**config.mk**
```make
export PLATFORM = sky130hd
export DESIGN_NAME = datapath
export DESIGN_NICKNAME = d
export VERILOG_FILES = /design/src/dpBusPkg.sv /design/src/dpAluPkg.sv /design/src/registerFile.sv /design/src/arithUnit.sv /design/src/shiftLogicUnit.sv /design/src/resultCombiner.sv /design/src/datapath.sv
export VERILOG_INCLUDE_DIRS = /design/src
export SDC_FILE = /design/constraint.sdc
export NUM_CORES = 2
export LEC_CHECK = 0
export BUFFER_PORTS_ARGS = -buffer_cell sky130_fd_sc_hd__buf_2
export CORE_ASPECT_RATIO = 0.9
export CORE_MARGIN = 2
export CORE_UTILIZATION = 30
export DETAILED_ROUTE_END_ITERATION = 8
export PLACE_DENSITY = 0.55
export SETUP_SLACK_MARGIN = 0.15
export SYNTH_ARGS = -nofsm -noshare
export SYNTH_HDL_FRONTEND = slang
export SYNTH_SLANG_ARGS = --single-unit
```
**constraint.sdc**
```tcl
create_clock -name Clock -period 12.3 [get_ports Clock]
set_input_delay 0.615 -clock Clock [delete_from_list [all_inputs] [get_ports Clock]]
set_output_delay 0.615 -clock Clock [all_outputs]
set_load 0.005 [all_outputs]
```
**src/dp_defines.svh**
```systemverilog
`ifndef DP_DEFINES_SVH
`define DP_DEFINES_SVH

// ************************************************************************
// Datapath sizing
// ************************************************************************

// Width of the shared bus and of every word register
`define DP_DATA_WIDTH 32

// General purpose registers R0..R15
`define DP_REG_COUNT 16

// ALU opcode field
`define DP_OP_WIDTH 5

`endif

```
**src/dpBusPkg.sv**
```systemverilog
`default_nettype none

`include "dp_defines.svh"

package dpBusPkg;

    // One word on the shared bus
    typedef logic [`DP_DATA_WIDTH-1:0] busWordT;

    // ************************************************************************
    // Strobes that put a register on the bus
    // ************************************************************************
    typedef struct packed {
        logic                     pcOut;
        logic                     zHighOut;
        logic                     zLowOut;
        logic                     mdrOut;
        logic                     hiOut;
        logic                     loOut;
        logic [`DP_REG_COUNT-1:0] regOut;   // One bit per general register
    } busSrcT;

    // Strobes that capture the bus (or memory) on the next edge
    typedef struct packed {
        logic                     pcIn;
        logic                     irIn;
        logic                     marIn;
        logic                     mdrIn;
        logic                     yIn;
        logic                     hiIn;
        logic                     loIn;
        logic                     zIn;
        logic                     read;     // MDR takes memData instead of the bus
        logic [`DP_REG_COUNT-1:0] regIn;
    } busLoadT;

    // Number of sources trying to drive the bus this cycle
    function automatic int unsigned busDriveCount(busSrcT src);
        return $countones({src.pcOut, src.zHighOut, src.zLowOut,
                           src.mdrOut, src.hiOut, src.loOut})
             + $countones(src.regOut);
    endfunction

endpackage

`default_nettype wire

```
**src/dpAluPkg.sv**
```systemverilog
`default_nettype none

`include "dp_defines.svh"

package dpAluPkg;

    // Bits needed to express a shift amount
    localparam int unsigned SHAMT_WIDTH = $clog2(`DP_DATA_WIDTH);

    // Full Z width, two bus words
    typedef logic [2*`DP_DATA_WIDTH-1:0] wideWordT;

    typedef enum logic [`DP_OP_WIDTH-1:0] {
        NOP  = 5'b00000,
        ADD  = 5'b00011,
        SUB  = 5'b00100,
        AND  = 5'b00101,
        OR   = 5'b00110,
        SHR  = 5'b00111,
        SHRA = 5'b01000,
        SHL  = 5'b01001,
        ROR  = 5'b01010,
        ROL  = 5'b01011,
        NEG  = 5'b10000,
        NOT  = 5'b10001
    } aluOpT;

    // Output of one execution unit
    typedef struct packed {
        logic     hit;      // Unit owns this operation
        wideWordT value;
    } unitResultT;

    function automatic logic isArithOp(aluOpT op);
        return (op == ADD) || (op == SUB) || (op == NEG);
    endfunction

    function automatic logic isShiftLogicOp(aluOpT op);
        return (op inside {AND, OR, NOT, SHR, SHRA, SHL, ROR, ROL});
    endfunction

endpackage

`default_nettype wire

```
**src/registerFile.sv**
```systemverilog
`timescale 1ns/100ps
`default_nettype none

`include "dp_defines.svh"

module registerFile (
    input  logic                     Clock,
    input  logic                     arstN,
    input  dpBusPkg::busWordT        bus,
    input  logic [`DP_REG_COUNT-1:0] regIn,
    input  logic [`DP_REG_COUNT-1:0] regOut,
    output dpBusPkg::busWordT        regBus
);
    import dpBusPkg::*;

    busWordT regs [`DP_REG_COUNT];

    // ************************************************************************
    // Register array
    // ************************************************************************
    always_ff @(posedge Clock or negedge arstN) begin
        if (!arstN) begin
            for (int i = 0; i < `DP_REG_COUNT; i++) begin
                regs[i] <= '0;
            end
        end else begin
            for (int i = 0; i < `DP_REG_COUNT; i++) begin
                if (regIn[i]) begin
                    regs[i] <= bus;     // Several may load the same word
                end
            end
        end
    end

    // One-hot read select, zero when nothing is selected
    always_comb begin
        regBus = '0;
        for (int i = 0; i < `DP_REG_COUNT; i++) begin
            if (regOut[i]) begin
                regBus = regBus | regs[i];
            end
        end
    end

    // Two selects would OR words together on the bus
    regOutOneHot: assert property (
        @(posedge Clock) disable iff (!arstN)
        $onehot0(regOut)
    ) else $error("registerFile: regOut not one-hot (%h)", regOut);

endmodule

`default_nettype wire

```
**src/arithUnit.sv**
```systemverilog
`timescale 1ns/100ps
`default_nettype none

`include "dp_defines.svh"

module arithUnit (
    input  dpBusPkg::busWordT    yReg,
    input  dpBusPkg::busWordT    bus,
    input  dpAluPkg::aluOpT      opcode,
    input  logic                 incPc,
    output dpAluPkg::unitResultT result
);
    import dpBusPkg::*;
    import dpAluPkg::*;

    busWordT opA;
    busWordT opB;
    busWordT sum;
    logic    carryIn;
    logic    signExt;
    logic    own;

    // ************************************************************************
    // Single shared adder
    // ************************************************************************
    //   ADD    y + bus
    //   SUB    y + ~bus + 1
    //   NEG    0 + ~bus + 1
    //   incPc  bus + 1
    always_comb begin
        if (incPc) begin
            opA     = bus;
            opB     = busWordT'(1);
            carryIn = 1'b0;
        end else begin
            opA     = (opcode == NEG) ? '0 : yReg;
            opB     = (opcode == ADD) ? bus : ~bus;
            carryIn = (opcode == SUB) || (opcode == NEG);
        end
    end

    assign sum     = opA + opB + busWordT'(carryIn);
    assign own     = incPc || isArithOp(opcode);
    assign signExt = !incPc && ((opcode == SUB) || (opcode == NEG));

    always_comb begin
        result = '0;
        if (own) begin
            result.hit   = 1'b1;
            result.value = {{`DP_DATA_WIDTH{signExt & sum[`DP_DATA_WIDTH-1]}}, sum};
        end
    end

endmodule

`default_nettype wire

```
**src/shiftLogicUnit.sv**
```systemverilog
`timescale 1ns/100ps
`default_nettype none

`include "dp_defines.svh"

module shiftLogicUnit (
    input  dpBusPkg::busWordT    yReg,
    input  dpBusPkg::busWordT    bus,
    input  dpAluPkg::aluOpT      opcode,
    output dpAluPkg::unitResultT result
);
    import dpBusPkg::*;
    import dpAluPkg::*;

    logic [SHAMT_WIDTH-1:0] shamt;
    wideWordT               doubled;
    wideWordT               rorWide;
    wideWordT               rolWide;
    busWordT                rorWord;
    busWordT                rolWord;
    busWordT                lowWord;
    logic                   signFill;

    assign shamt = bus[SHAMT_WIDTH-1:0];    // Amount is bus mod 32

    // ************************************************************************
    // Rotates from a doubled copy of Y
    // ************************************************************************
    assign doubled = {yReg, yReg};
    assign rorWide = doubled >> shamt;
    assign rolWide = doubled << shamt;
    assign rorWord = rorWide[`DP_DATA_WIDTH-1:0];
    assign rolWord = rolWide[2*`DP_DATA_WIDTH-1:`DP_DATA_WIDTH];

    always_comb begin
        unique case (opcode)
            AND:     lowWord = yReg & bus;
            OR:      lowWord = yReg | bus;
            NOT:     lowWord = ~bus;                // Bus only
            SHR:     lowWord = yReg >> shamt;
            SHRA:    lowWord = busWordT'($signed(yReg) >>> shamt);
            SHL:     lowWord = yReg << shamt;
            ROR:     lowWord = rorWord;
            ROL:     lowWord = rolWord;
            default: lowWord = '0;
        endcase
    end

    // Only SHRA carries the sign into the upper word
    assign signFill = (opcode == SHRA) && yReg[`DP_DATA_WIDTH-1];

    always_comb begin
        result = '0;
        if (isShiftLogicOp(opcode)) begin
            result.hit   = 1'b1;
            result.value = {{`DP_DATA_WIDTH{signFill}}, lowWord};
        end
    end

endmodule

`default_nettype wire

```
**src/resultCombiner.sv**
```systemverilog
`timescale 1ns/100ps
`default_nettype none

`include "dp_defines.svh"

module resultCombiner (
    input  logic                 Clock,
    input  logic                 arstN,
    input  logic                 zIn,
    input  dpAluPkg::unitResultT arithResult,
    input  dpAluPkg::unitResultT shiftResult,
    output dpBusPkg::busWordT    zHigh,
    output dpBusPkg::busWordT    zLow
);
    import dpAluPkg::*;

    wideWordT zNext;
    wideWordT zReg;

    // Pick whichever unit claimed the opcode
    always_comb begin
        if (arithResult.hit) begin
            zNext = arithResult.value;
        end else if (shiftResult.hit) begin
            zNext = shiftResult.value;
        end else begin
            zNext = '0;     // NOP or unknown code
        end
    end

    // ************************************************************************
    // Z register
    // ************************************************************************
    always_ff @(posedge Clock or negedge arstN) begin
        if (!arstN) begin
            zReg <= '0;
        end else if (zIn) begin
            zReg <= zNext;
        end
    end

    assign zHigh = zReg[2*`DP_DATA_WIDTH-1:`DP_DATA_WIDTH];
    assign zLow  = zReg[`DP_DATA_WIDTH-1:0];

    // Unit decoders must partition the opcode space
    singleHitOnLoad: assert property (
        @(posedge Clock) disable iff (!arstN)
        zIn |-> !(arithResult.hit && shiftResult.hit)
    ) else $error("resultCombiner: both units hit on Z load");

endmodule

`default_nettype wire

```
**src/datapath.sv**
```systemverilog
`timescale 1ns/100ps
`default_nettype none

`include "dp_defines.svh"

module datapath (
    input  logic              Clock,
    input  logic              arstN,
    input  dpBusPkg::busSrcT  busSrc,
    input  dpBusPkg::busLoadT busLoad,
    input  dpAluPkg::aluOpT   opcode,
    input  logic              incPc,
    input  dpBusPkg::busWordT memData,
    output dpBusPkg::busWordT bus,
    output dpBusPkg::busWordT mar,
    output dpBusPkg::busWordT ir
);
    import dpBusPkg::*;
    import dpAluPkg::*;

    busWordT    pcReg;
    busWordT    irReg;
    busWordT    marReg;
    busWordT    mdrReg;
    busWordT    yReg;
    busWordT    hiReg;
    busWordT    loReg;
    busWordT    mdrNext;
    busWordT    regBus;
    busWordT    zHigh;
    busWordT    zLow;
    unitResultT arithResult;
    unitResultT shiftResult;

    // ************************************************************************
    // Bus multiplexer
    // ************************************************************************
    // AND-OR form, reads zero with no source selected
    always_comb begin
        bus = ({`DP_DATA_WIDTH{busSrc.pcOut}}    & pcReg)
            | ({`DP_DATA_WIDTH{busSrc.zHighOut}} & zHigh)
            | ({`DP_DATA_WIDTH{busSrc.zLowOut}}  & zLow)
            | ({`DP_DATA_WIDTH{busSrc.mdrOut}}   & mdrReg)
            | ({`DP_DATA_WIDTH{busSrc.hiOut}}    & hiReg)
            | ({`DP_DATA_WIDTH{busSrc.loOut}}    & loReg)
            | ({`DP_DATA_WIDTH{|busSrc.regOut}}  & regBus);
    end

    assign mdrNext = busLoad.read ? memData : bus;

    // ************************************************************************
    // Special registers
    // ************************************************************************
    always_ff @(posedge Clock or negedge arstN) begin
        if (!arstN) begin
            pcReg  <= '0;
            irReg  <= '0;
            marReg <= '0;
            mdrReg <= '0;
            yReg   <= '0;
            hiReg  <= '0;
            loReg  <= '0;
        end else begin
            if (busLoad.pcIn)  pcReg  <= bus;
            if (busLoad.irIn)  irReg  <= bus;
            if (busLoad.marIn) marReg <= bus;
            if (busLoad.mdrIn) mdrReg <= mdrNext;
            if (busLoad.yIn)   yReg   <= bus;
            if (busLoad.hiIn)  hiReg  <= bus;
            if (busLoad.loIn)  loReg  <= bus;
        end
    end

    assign mar = marReg;
    assign ir  = irReg;

    registerFile u_registerFile (
        .Clock  (Clock),
        .arstN  (arstN),
        .bus    (bus),
        .regIn  (busLoad.regIn),
        .regOut (busSrc.regOut),
        .regBus (regBus)
    );

    // Both units see the same operands and run in parallel
    arithUnit u_arithUnit (
        .yReg   (yReg),
        .bus    (bus),
        .opcode (opcode),
        .incPc  (incPc),
        .result (arithResult)
    );

    shiftLogicUnit u_shiftLogicUnit (
        .yReg   (yReg),
        .bus    (bus),
        .opcode (opcode),
        .result (shiftResult)
    );

    resultCombiner u_resultCombiner (
        .Clock       (Clock),
        .arstN       (arstN),
        .zIn         (busLoad.zIn),
        .arithResult (arithResult),
        .shiftResult (shiftResult),
        .zHigh       (zHigh),
        .zLow        (zLow)
    );

    // Register file and special registers share one bus
    singleBusDriver: assert property (
        @(posedge Clock) disable iff (!arstN)
        busDriveCount(busSrc) <= 1
    ) else $error("datapath: %0d bus drivers active", busDriveCount(busSrc));

endmodule

`default_nettype wire

```
# --- Word-level counts from Yosys, hierarchy flattened ---
# Cells that the tools add are included.
# W data, S select, Z words.
totals:
  register_bits: 800
  output_inout_bits: 96
  wordCells: 110
  inputBits: 87
classes:
  eq_ne: 11
  addsub: 2
  shifts: 5
  n_bitwise: 32
  mux: 27
  n_reduce_logical: 9
ops:
  columns: ["operator", "count"]
  rows:
  - ["$or A32 B32 Y32", 22]
  - ["$mux W32", 21]
  - ["$and A32 B32 Y32", 8]
  - ["$pmux W32 S8", 1]
  - ["$mux W65", 2]
  - ["$mux W64", 2]
  - ["$shl A64 B5 Y64", 1]
  - ["$shr A64 B5 Y32", 1]
  - ["$add A32 B1 Y32", 1]
  - ["$add A32 B32 Y32", 1]
  - ["$not A32 Y32", 1]
  - ["$shl A32 B5 Y32", 1]
  - ["$shr A32 B5 Y32", 1]
  - ["$sshr A32 B5 Y32", 1]
  - ["$eq A5 B3 Y1 const B", 4]
  - ["$eq A5 B4 Y1 const B", 4]
  - ["$reduce_or A16 Y1", 1]
  - ["$eq A5 B5 Y1 const B", 2]
  - ["$reduce_bool A8 Y1", 1]
  - ["$eq A5 B2 Y1 const B", 1]
  - ["$logic_or A1 B1 Y1", 4]
  - ["$logic_and A1 B1 Y1", 2]
  - ["$and A1 B1 Y1", 1]
  - ["$logic_not A1 Y1", 1]
  - ["$mux W1", 1]

# --- Depth between registers and ports, before layout ---
logic_depth:
  depth_word: 41
  depth_mapped: 24
  ltp_nobuf: 19

# --- Cells and area by module ---
# A second synthesis with hierarchy kept.
hier_totals:
  hier_cells: 4155
  hier_area_um2: 45127.0
modules_own_cells:
  columns: ["mod", "n_inst", "cells_each", "area_per_inst_um2", "seq_area_each_um2"]
  rows:
  - ["registerFile", 1, 1456, 22028.6, 12812.3]
  - ["datapath", 1, 1024, 10679.0, 5605.4]
  - ["shiftLogicUnit", 1, 879, 6336.1, 0.0]
  - ["resultCombiner", 1, 355, 3135.5, 1601.5]
  - ["arithUnit", 1, 441, 2947.8, 0.0]

# --- Worst setup path before layout ---
# Ideal clock, no wire load.
synth_timing:
  path_kind: "input port to flip-flop"
  from: "input port busSrc[21] (netlist name)"
  to: "register u_resultCombiner.zReg[30]"
  setup_time_ns: 0.133
  setup_slack_ns: 7.156
  path_buffers: 5
  arrival_ns: 5.010
  t_required_ns: 12.167
  path_stages: 24
  cell_sequence: "a22oi_1 -> nand3_1 -> or3_1 -> buf_2 -> nor2_4 -> buf_6 -> buf_4 -> buf_2 -> clkbuf_1 -> xnor2_1 -> nand2_1 -> fa_1 -> inv_1 -> fa_1 -> nor2b_1 -> o31a_1 -> o211a_1 -> nor2_1 -> o21ai_0 -> a31oi_1 -> o31ai_1 -> a311oi_1 -> mux2i_1 -> o31ai_1"
synth_between:
  elab_chain_cells: 14
  word_cells_on_any_way: 25
  classes_between: "2 x add/sub; 5 x shift; 8 x mux; 10 x bitwise"
synth_rtl:
  columns: ["element", "line", "source"]
  rows:
  - ["start: declaration", "datapath.sv:9", "input dpBusPkg::busSrcT busSrc,"]
  - ["$and A32 B32 Y32 *", "datapath.sv:40", "bus = ({`DP_DATA_WIDTH{busSrc.pcOut}} & pcReg)"]
  - ["$or A32 B32 Y32 * (6 in a row)", "datapath.sv:40", null]
  - ["$not A32 Y32", "arithUnit.sv:37, shiftLogicUnit.sv:39", null]
  - ["$mux W32", "arithUnit.sv:37", "opB = (opcode == ADD) ? bus : ~bus;"]
  - ["$mux W32", "arithUnit.sv:31", "if (incPc) begin"]
  - ["$add A32 B32 Y32", "arithUnit.sv:42", "assign sum = opA + opB + busWordT'(carryIn);"]
  - ["$add A32 B1 Y32", "arithUnit.sv:42", null]
  - ["$mux W65", "arithUnit.sv:48", "if (own) begin"]
  - ["$mux W64 *", "resultCombiner.sv:22", "if (arithResult.hit) begin"]
  - ["end signal: assignment", "resultCombiner.sv:38", "zReg <= zNext;"]
  - ["end: declaration", "resultCombiner.sv:18", "wideWordT zReg;"]
# Mark *: on every way between the ends. The rest lies on a longest branch, timed or not.
# A chain may end at the register's enable or synchronous reset.

# --- Worst setup path after layout ---
layout_timing:
  from: "input port busSrc[8] (netlist name)"
  to: "register u_resultCombiner.zReg[30]"
layout_between:
  elab_chain_cells: 24
  word_cells_on_any_way: 36
  classes_between: "2 x add/sub; 5 x shift; 16 x mux; 12 x bitwise; 1 x reduce/logical"
layout_rtl:
  columns: ["element", "line", "source"]
  rows:
  - ["$mux W32", "registerFile.sv:39", "if (regOut[i]) begin"]
  - ["$or A32 B32 Y32", "registerFile.sv:40", "regBus = regBus | regs[i];"]
  - ["$mux W32", "registerFile.sv:39", null]
  - ["$or A32 B32 Y32", "registerFile.sv:40", null]
  - ["$mux W32", "registerFile.sv:39", null]
  - ["$or A32 B32 Y32", "registerFile.sv:40", null]
  - ["$mux W32", "registerFile.sv:39", null]
  - ["$or A32 B32 Y32", "registerFile.sv:40", null]
  - ["(+8 left out)", null, null]
  - ["$or A32 B32 Y32 *", "datapath.sv:40", null]
  - ["$not A32 Y32", "arithUnit.sv:37, shiftLogicUnit.sv:39", null]
  - ["$mux W32", "arithUnit.sv:37", null]
  - ["$mux W32", "arithUnit.sv:31", null]
  - ["$add A32 B32 Y32", "arithUnit.sv:42", null]
  - ["$add A32 B1 Y32", "arithUnit.sv:42", null]
  - ["$mux W65", "arithUnit.sv:48", null]
  - ["$mux W64 *", "resultCombiner.sv:22", null]
# Marked as above.

==> out/qor.yml <==
outcome: "finished, violations left"
violations: "hold timing"
first_global_vias: 35300
number_of_register_bits_inferred_by_synthesis: 769
place_congestion: 1.04
timing.clock.skew_ps: 48.2
timing.reg2reg.worst_path_depth: 20
critPathCaptureType: "flip-flop"
routedWlPerCell_um: 29.1
cellPowerDensity_nw_per_um2: 127
post-dp-hpwl_mm: 121
worstPathMaxFanout: 40
ir_worst_vdd_uv: 115
route.final.wire_length_mm: 184
rsz0062_at_grt: "false"
crit-reg2reg-launch: "u_resultCombiner.zReg[62]"
crit_path_cell_trace: "buf_2 > buf_4 > a22oi_1 > nand4_1 > or3_1 > nor2_4 > buf_4 > xnor2_1 > nand2_1 > fa_1 > inv_1 > fa_1 > nor2b_1 > o31a_1 > o211a_1 > nor2_1 > o21ai_0 > a31oi_1 > o31ai_1 > a311oi_1 > mux2i_1 > o31ai_1"
final-setup-viol-count: 0
static-leakage-power_nw: 16.2
synth-edff-count: 0
holdBufCountCts: 0
htree_num_levels: 3
dr.first_iter.drc_count: 5286
via_count: 38000
antenna_found_initial: 4
final.period_utilization_pct: 46.3
tightest_slew_ps: 1440
cts-resized-gates: 0
synth_seq_area_share_pct: 47.6
die_x_um: 391
post_route_cells_drive_above_1_share_pct: 13.3
critPathTopFamily: "compound AO/OA/AOI/OAI gates"
synth_async_sr_flop_share_pct: 100
post_synth_design_cell_area_sq_um: 40400
final_antenna_net_count: 0
grt_first_pass_wirelength_mm: 265
die_h_um: 352
fin_hold_ws_ps: -19.0
relSlewSlack_pct: 3.65
number_of_clock_buffers_inserted_by_tritoncts: 87
timing.hold.worst.class: "input port to async pin"
finalCriticalPeriod_ps: 5690
synth.yosys.warnings: 0
cts_tree: "built"
insertion_delay_ps: 700
place.port_buffers: 182
synthFlopType: "sky130_fd_sc_hd__dfrtp_1"
post_synth_num_cell_types: 94
final_core_density_pct: 34.4
floorplan.io_pins: 183
net_count_of_the_mapped_netlist: 4704
critical_path_arrival_ps: 6200
critical_path.slowest_cell: "sky130_fd_sc_hd__or3_1"
postSynthCellCount: 4585
cell_at_the_root_of_the_clock_tree: "sky130_fd_sc_hd__clkbuf_16"
slew_viol_final: 0
register_to_register_setup_slack_ps: 6640
critical_path_required_ps: 12810
drt_drc_violations_left: 0
grt_start_max_net_pins: 160
die_area_sq_um: 138000
detailed_routing_iteration_count_for_the_pre_antenna_repair_pass: 7
cts-root-to-sink-buffers: 3
layout-area-overhead-vs-synth_pct: 13.7
crit_path_max_incr_delay_ps: 660
initial_core_utilization_pct: 30.3
crit_buf_inv: 4
cts_post_setup_buffers_inserted: 0
grt.total_usage_pct: 26.1
clock_pin_slew_of_the_registers_on_the_worst_case_setup_and_hold_paths_ps: 60
fin_tns_setup_ps: 0
nNetsFinal: 4657
synth_area_per_cell_sq_um: 8.81
maxClockFrequency_ghz: 0.176
worstSetupPathType: "input port to flip-flop"
grt_remaining_overflow: 0
clock_sinks: 769
std_cell_rows: 127
start_kind: "input port"
layout.cells.most_common_list: "844 x sky130_fd_sc_hd__nor2_1, 823 x sky130_fd_sc_hd__a21oi_1, 769 x sky130_fd_sc_hd__dfrtp_1"
worstReg2RegEnd: "u_resultCombiner.zReg[30]"
cap_viol_max_count: 0
layout.cells.most_common: "sky130_fd_sc_hd__nor2_1"
fp.coreArea_sq_um: 133000
vias_per_cell: 5.98
final_hold_viol_count: 14
==> worst max-delay path by stage <==
stage	slack (ps)	to	cells past startpoint	start
after floorplan	7160	u_resultCombiner.zReg[30]	24	busSrc[21]
after global placement	6010	u_resultCombiner.zReg[30]	22	busSrc[8]
after detailed placement	6040	u_resultCombiner.zReg[30]	22	busSrc[8]
after CTS	6700	u_resultCombiner.zReg[30]	20	u_resultCombiner.zReg[62]
after global routing	6310	u_resultCombiner.zReg[30]	21	busSrc[8]
final	6610	u_resultCombiner.zReg[30]	22	busSrc[8]
==> through the flow <==
step / power, mW / hold slack (ps) / setup WS [ps] / cell area (sq um) / cells
floorplan: 2.87 / 319 / 7160 / 40400 / 4585
detailed placement: 3.14 / 498 / 6040 / 42900 / 6190
finish: 5.84 / -19.0 / 6610 / 46000 / 6348
CTS: 5.88 / 6.89 / 6700 / 45900 / 6344
global placement: 3.14 / 493 / 6010 / 42900 / 6190
global route: 6.03 / 43.7 / 6310 / 45900 / 6344
==> registers in the layout (all words and copies together) (netlist names) <==
register	count
mar	32
u_registerFile.regs	512
u_resultCombiner.zReg	33
loReg	32
pcReg	32
ir	32
hiReg	32
yReg	32
mdrReg	32
==> Yosys cell counts, drive strengths merged, types with 5 or more instances <==
cell type	n	area share [%]
or3	12	0.19
clkbuf	314	2.9
and3	12	0.19
and2	5	0.077
inv	62	0.58
buf	140	1.6
a22o	40	0.87
a31oi	23	0.36
or2	10	0.15
o311ai	8	0.17
o22ai	27	0.42
a221o	8	0.20
nand2b	7	0.11
mux2i	117	2.9
a21o	23	0.43
a221oi	55	1.2
nor3	65	0.87
o31ai	23	0.43
mux2	80	2.2
o21ai	179	2.2
a32oi	6	0.13
a211o	6	0.13
o2111ai	14	0.30
o211ai	23	0.43
a2111oi	13	0.30
and4	10	0.22
nand2	194	1.8
nand3	74	0.92
a21oi	824	10
ha	30	0.93
xnor2	48	1.0
dfrtp	769	48
o2bb2ai	7	0.15
a21boi	7	0.13
nand4	55	0.88
o21bai	16	0.31
a311oi	7	0.15
nor2	846	7.9
o221ai	19	0.41
nor4	23	0.37
a211oi	28	0.52
a22oi	284	5.3
xor2	10	0.22
o21a	7	0.13
==> power by group <==
part	leakage (nW)	internal (mW)	total (mW)	switching (mW)
Combinational	7.82	0.125	0.508	0.383
Clock	1.48	1.61	2.74	1.13
Sequential	6.92	2.56	2.60	0.0384
Total	16.2	4.29	5.84	1.55
==> kinds of logic (layout without fill, tap and decap cells) <==
kind of cell,after synthesis,count (layout),share of synthesized area (%)
other,0,4,0
flip-flops,769,769,47.6
adder cells (fa/ha/maj),32,32,1.03
buffers and inverters,517,535,5.11
AO/OA/AOI/OAI,1682,1682,25.8
XOR/XNOR,58,58,1.26
AND/OR/NAND/NOR,1327,1327,13.9
multiplexers,200,200,5.33
==> final cells by class <==
class	instances	area (sq um)
clock buffers	122	2560
fillers	13800	87500
flip-flops and latches	769	19200
multi-input cells	3299	19300
repair buffers	318	1970
diodes	4	10.0
inverters	63	239
clock inverters	32	457
well taps	1741	2180
==> worst reg2reg max path: stages, from the launching register on <==
cell	delay, ps
sky130_fd_sc_hd__dfrtp_1	490
sky130_fd_sc_hd__nand2_1	250
sky130_fd_sc_hd__nand3_1	180
sky130_fd_sc_hd__or3_1	660
sky130_fd_sc_hd__nor2_4	160
sky130_fd_sc_hd__buf_4	520
sky130_fd_sc_hd__xnor2_1	190
sky130_fd_sc_hd__nand2_1	80
sky130_fd_sc_hd__fa_1	430
sky130_fd_sc_hd__inv_1	100
sky130_fd_sc_hd__fa_1	190
sky130_fd_sc_hd__nor2b_1	70
sky130_fd_sc_hd__o31a_1	290
sky130_fd_sc_hd__o211a_1	260
sky130_fd_sc_hd__nor2_1	210
sky130_fd_sc_hd__o21ai_0	210
sky130_fd_sc_hd__a31oi_1	380
sky130_fd_sc_hd__o31ai_1	190
sky130_fd_sc_hd__a311oi_1	350
sky130_fd_sc_hd__mux2i_1	220
sky130_fd_sc_hd__o31ai_1	90
==> metal layers <==
| metal | wire [um] | GRT usage, % | part of all wire [%] | vias to the layer above |
|---|---|---|---|---|
| met4 | 6640 | 8.61 | 3.6 | 2 |
| met5 | 13 | 0 | 0.0070 | - |
| met3 | 17100 | 5.10 | 9.3 | 344 |
| li1 | - | - | - | 16400 |
| met1 | 80000 | 37.1 | 43 | 19200 |
| met2 | 80700 | 39.5 | 44 | 2018 |
Note: power is estimated with default switching activity, not from simulation.
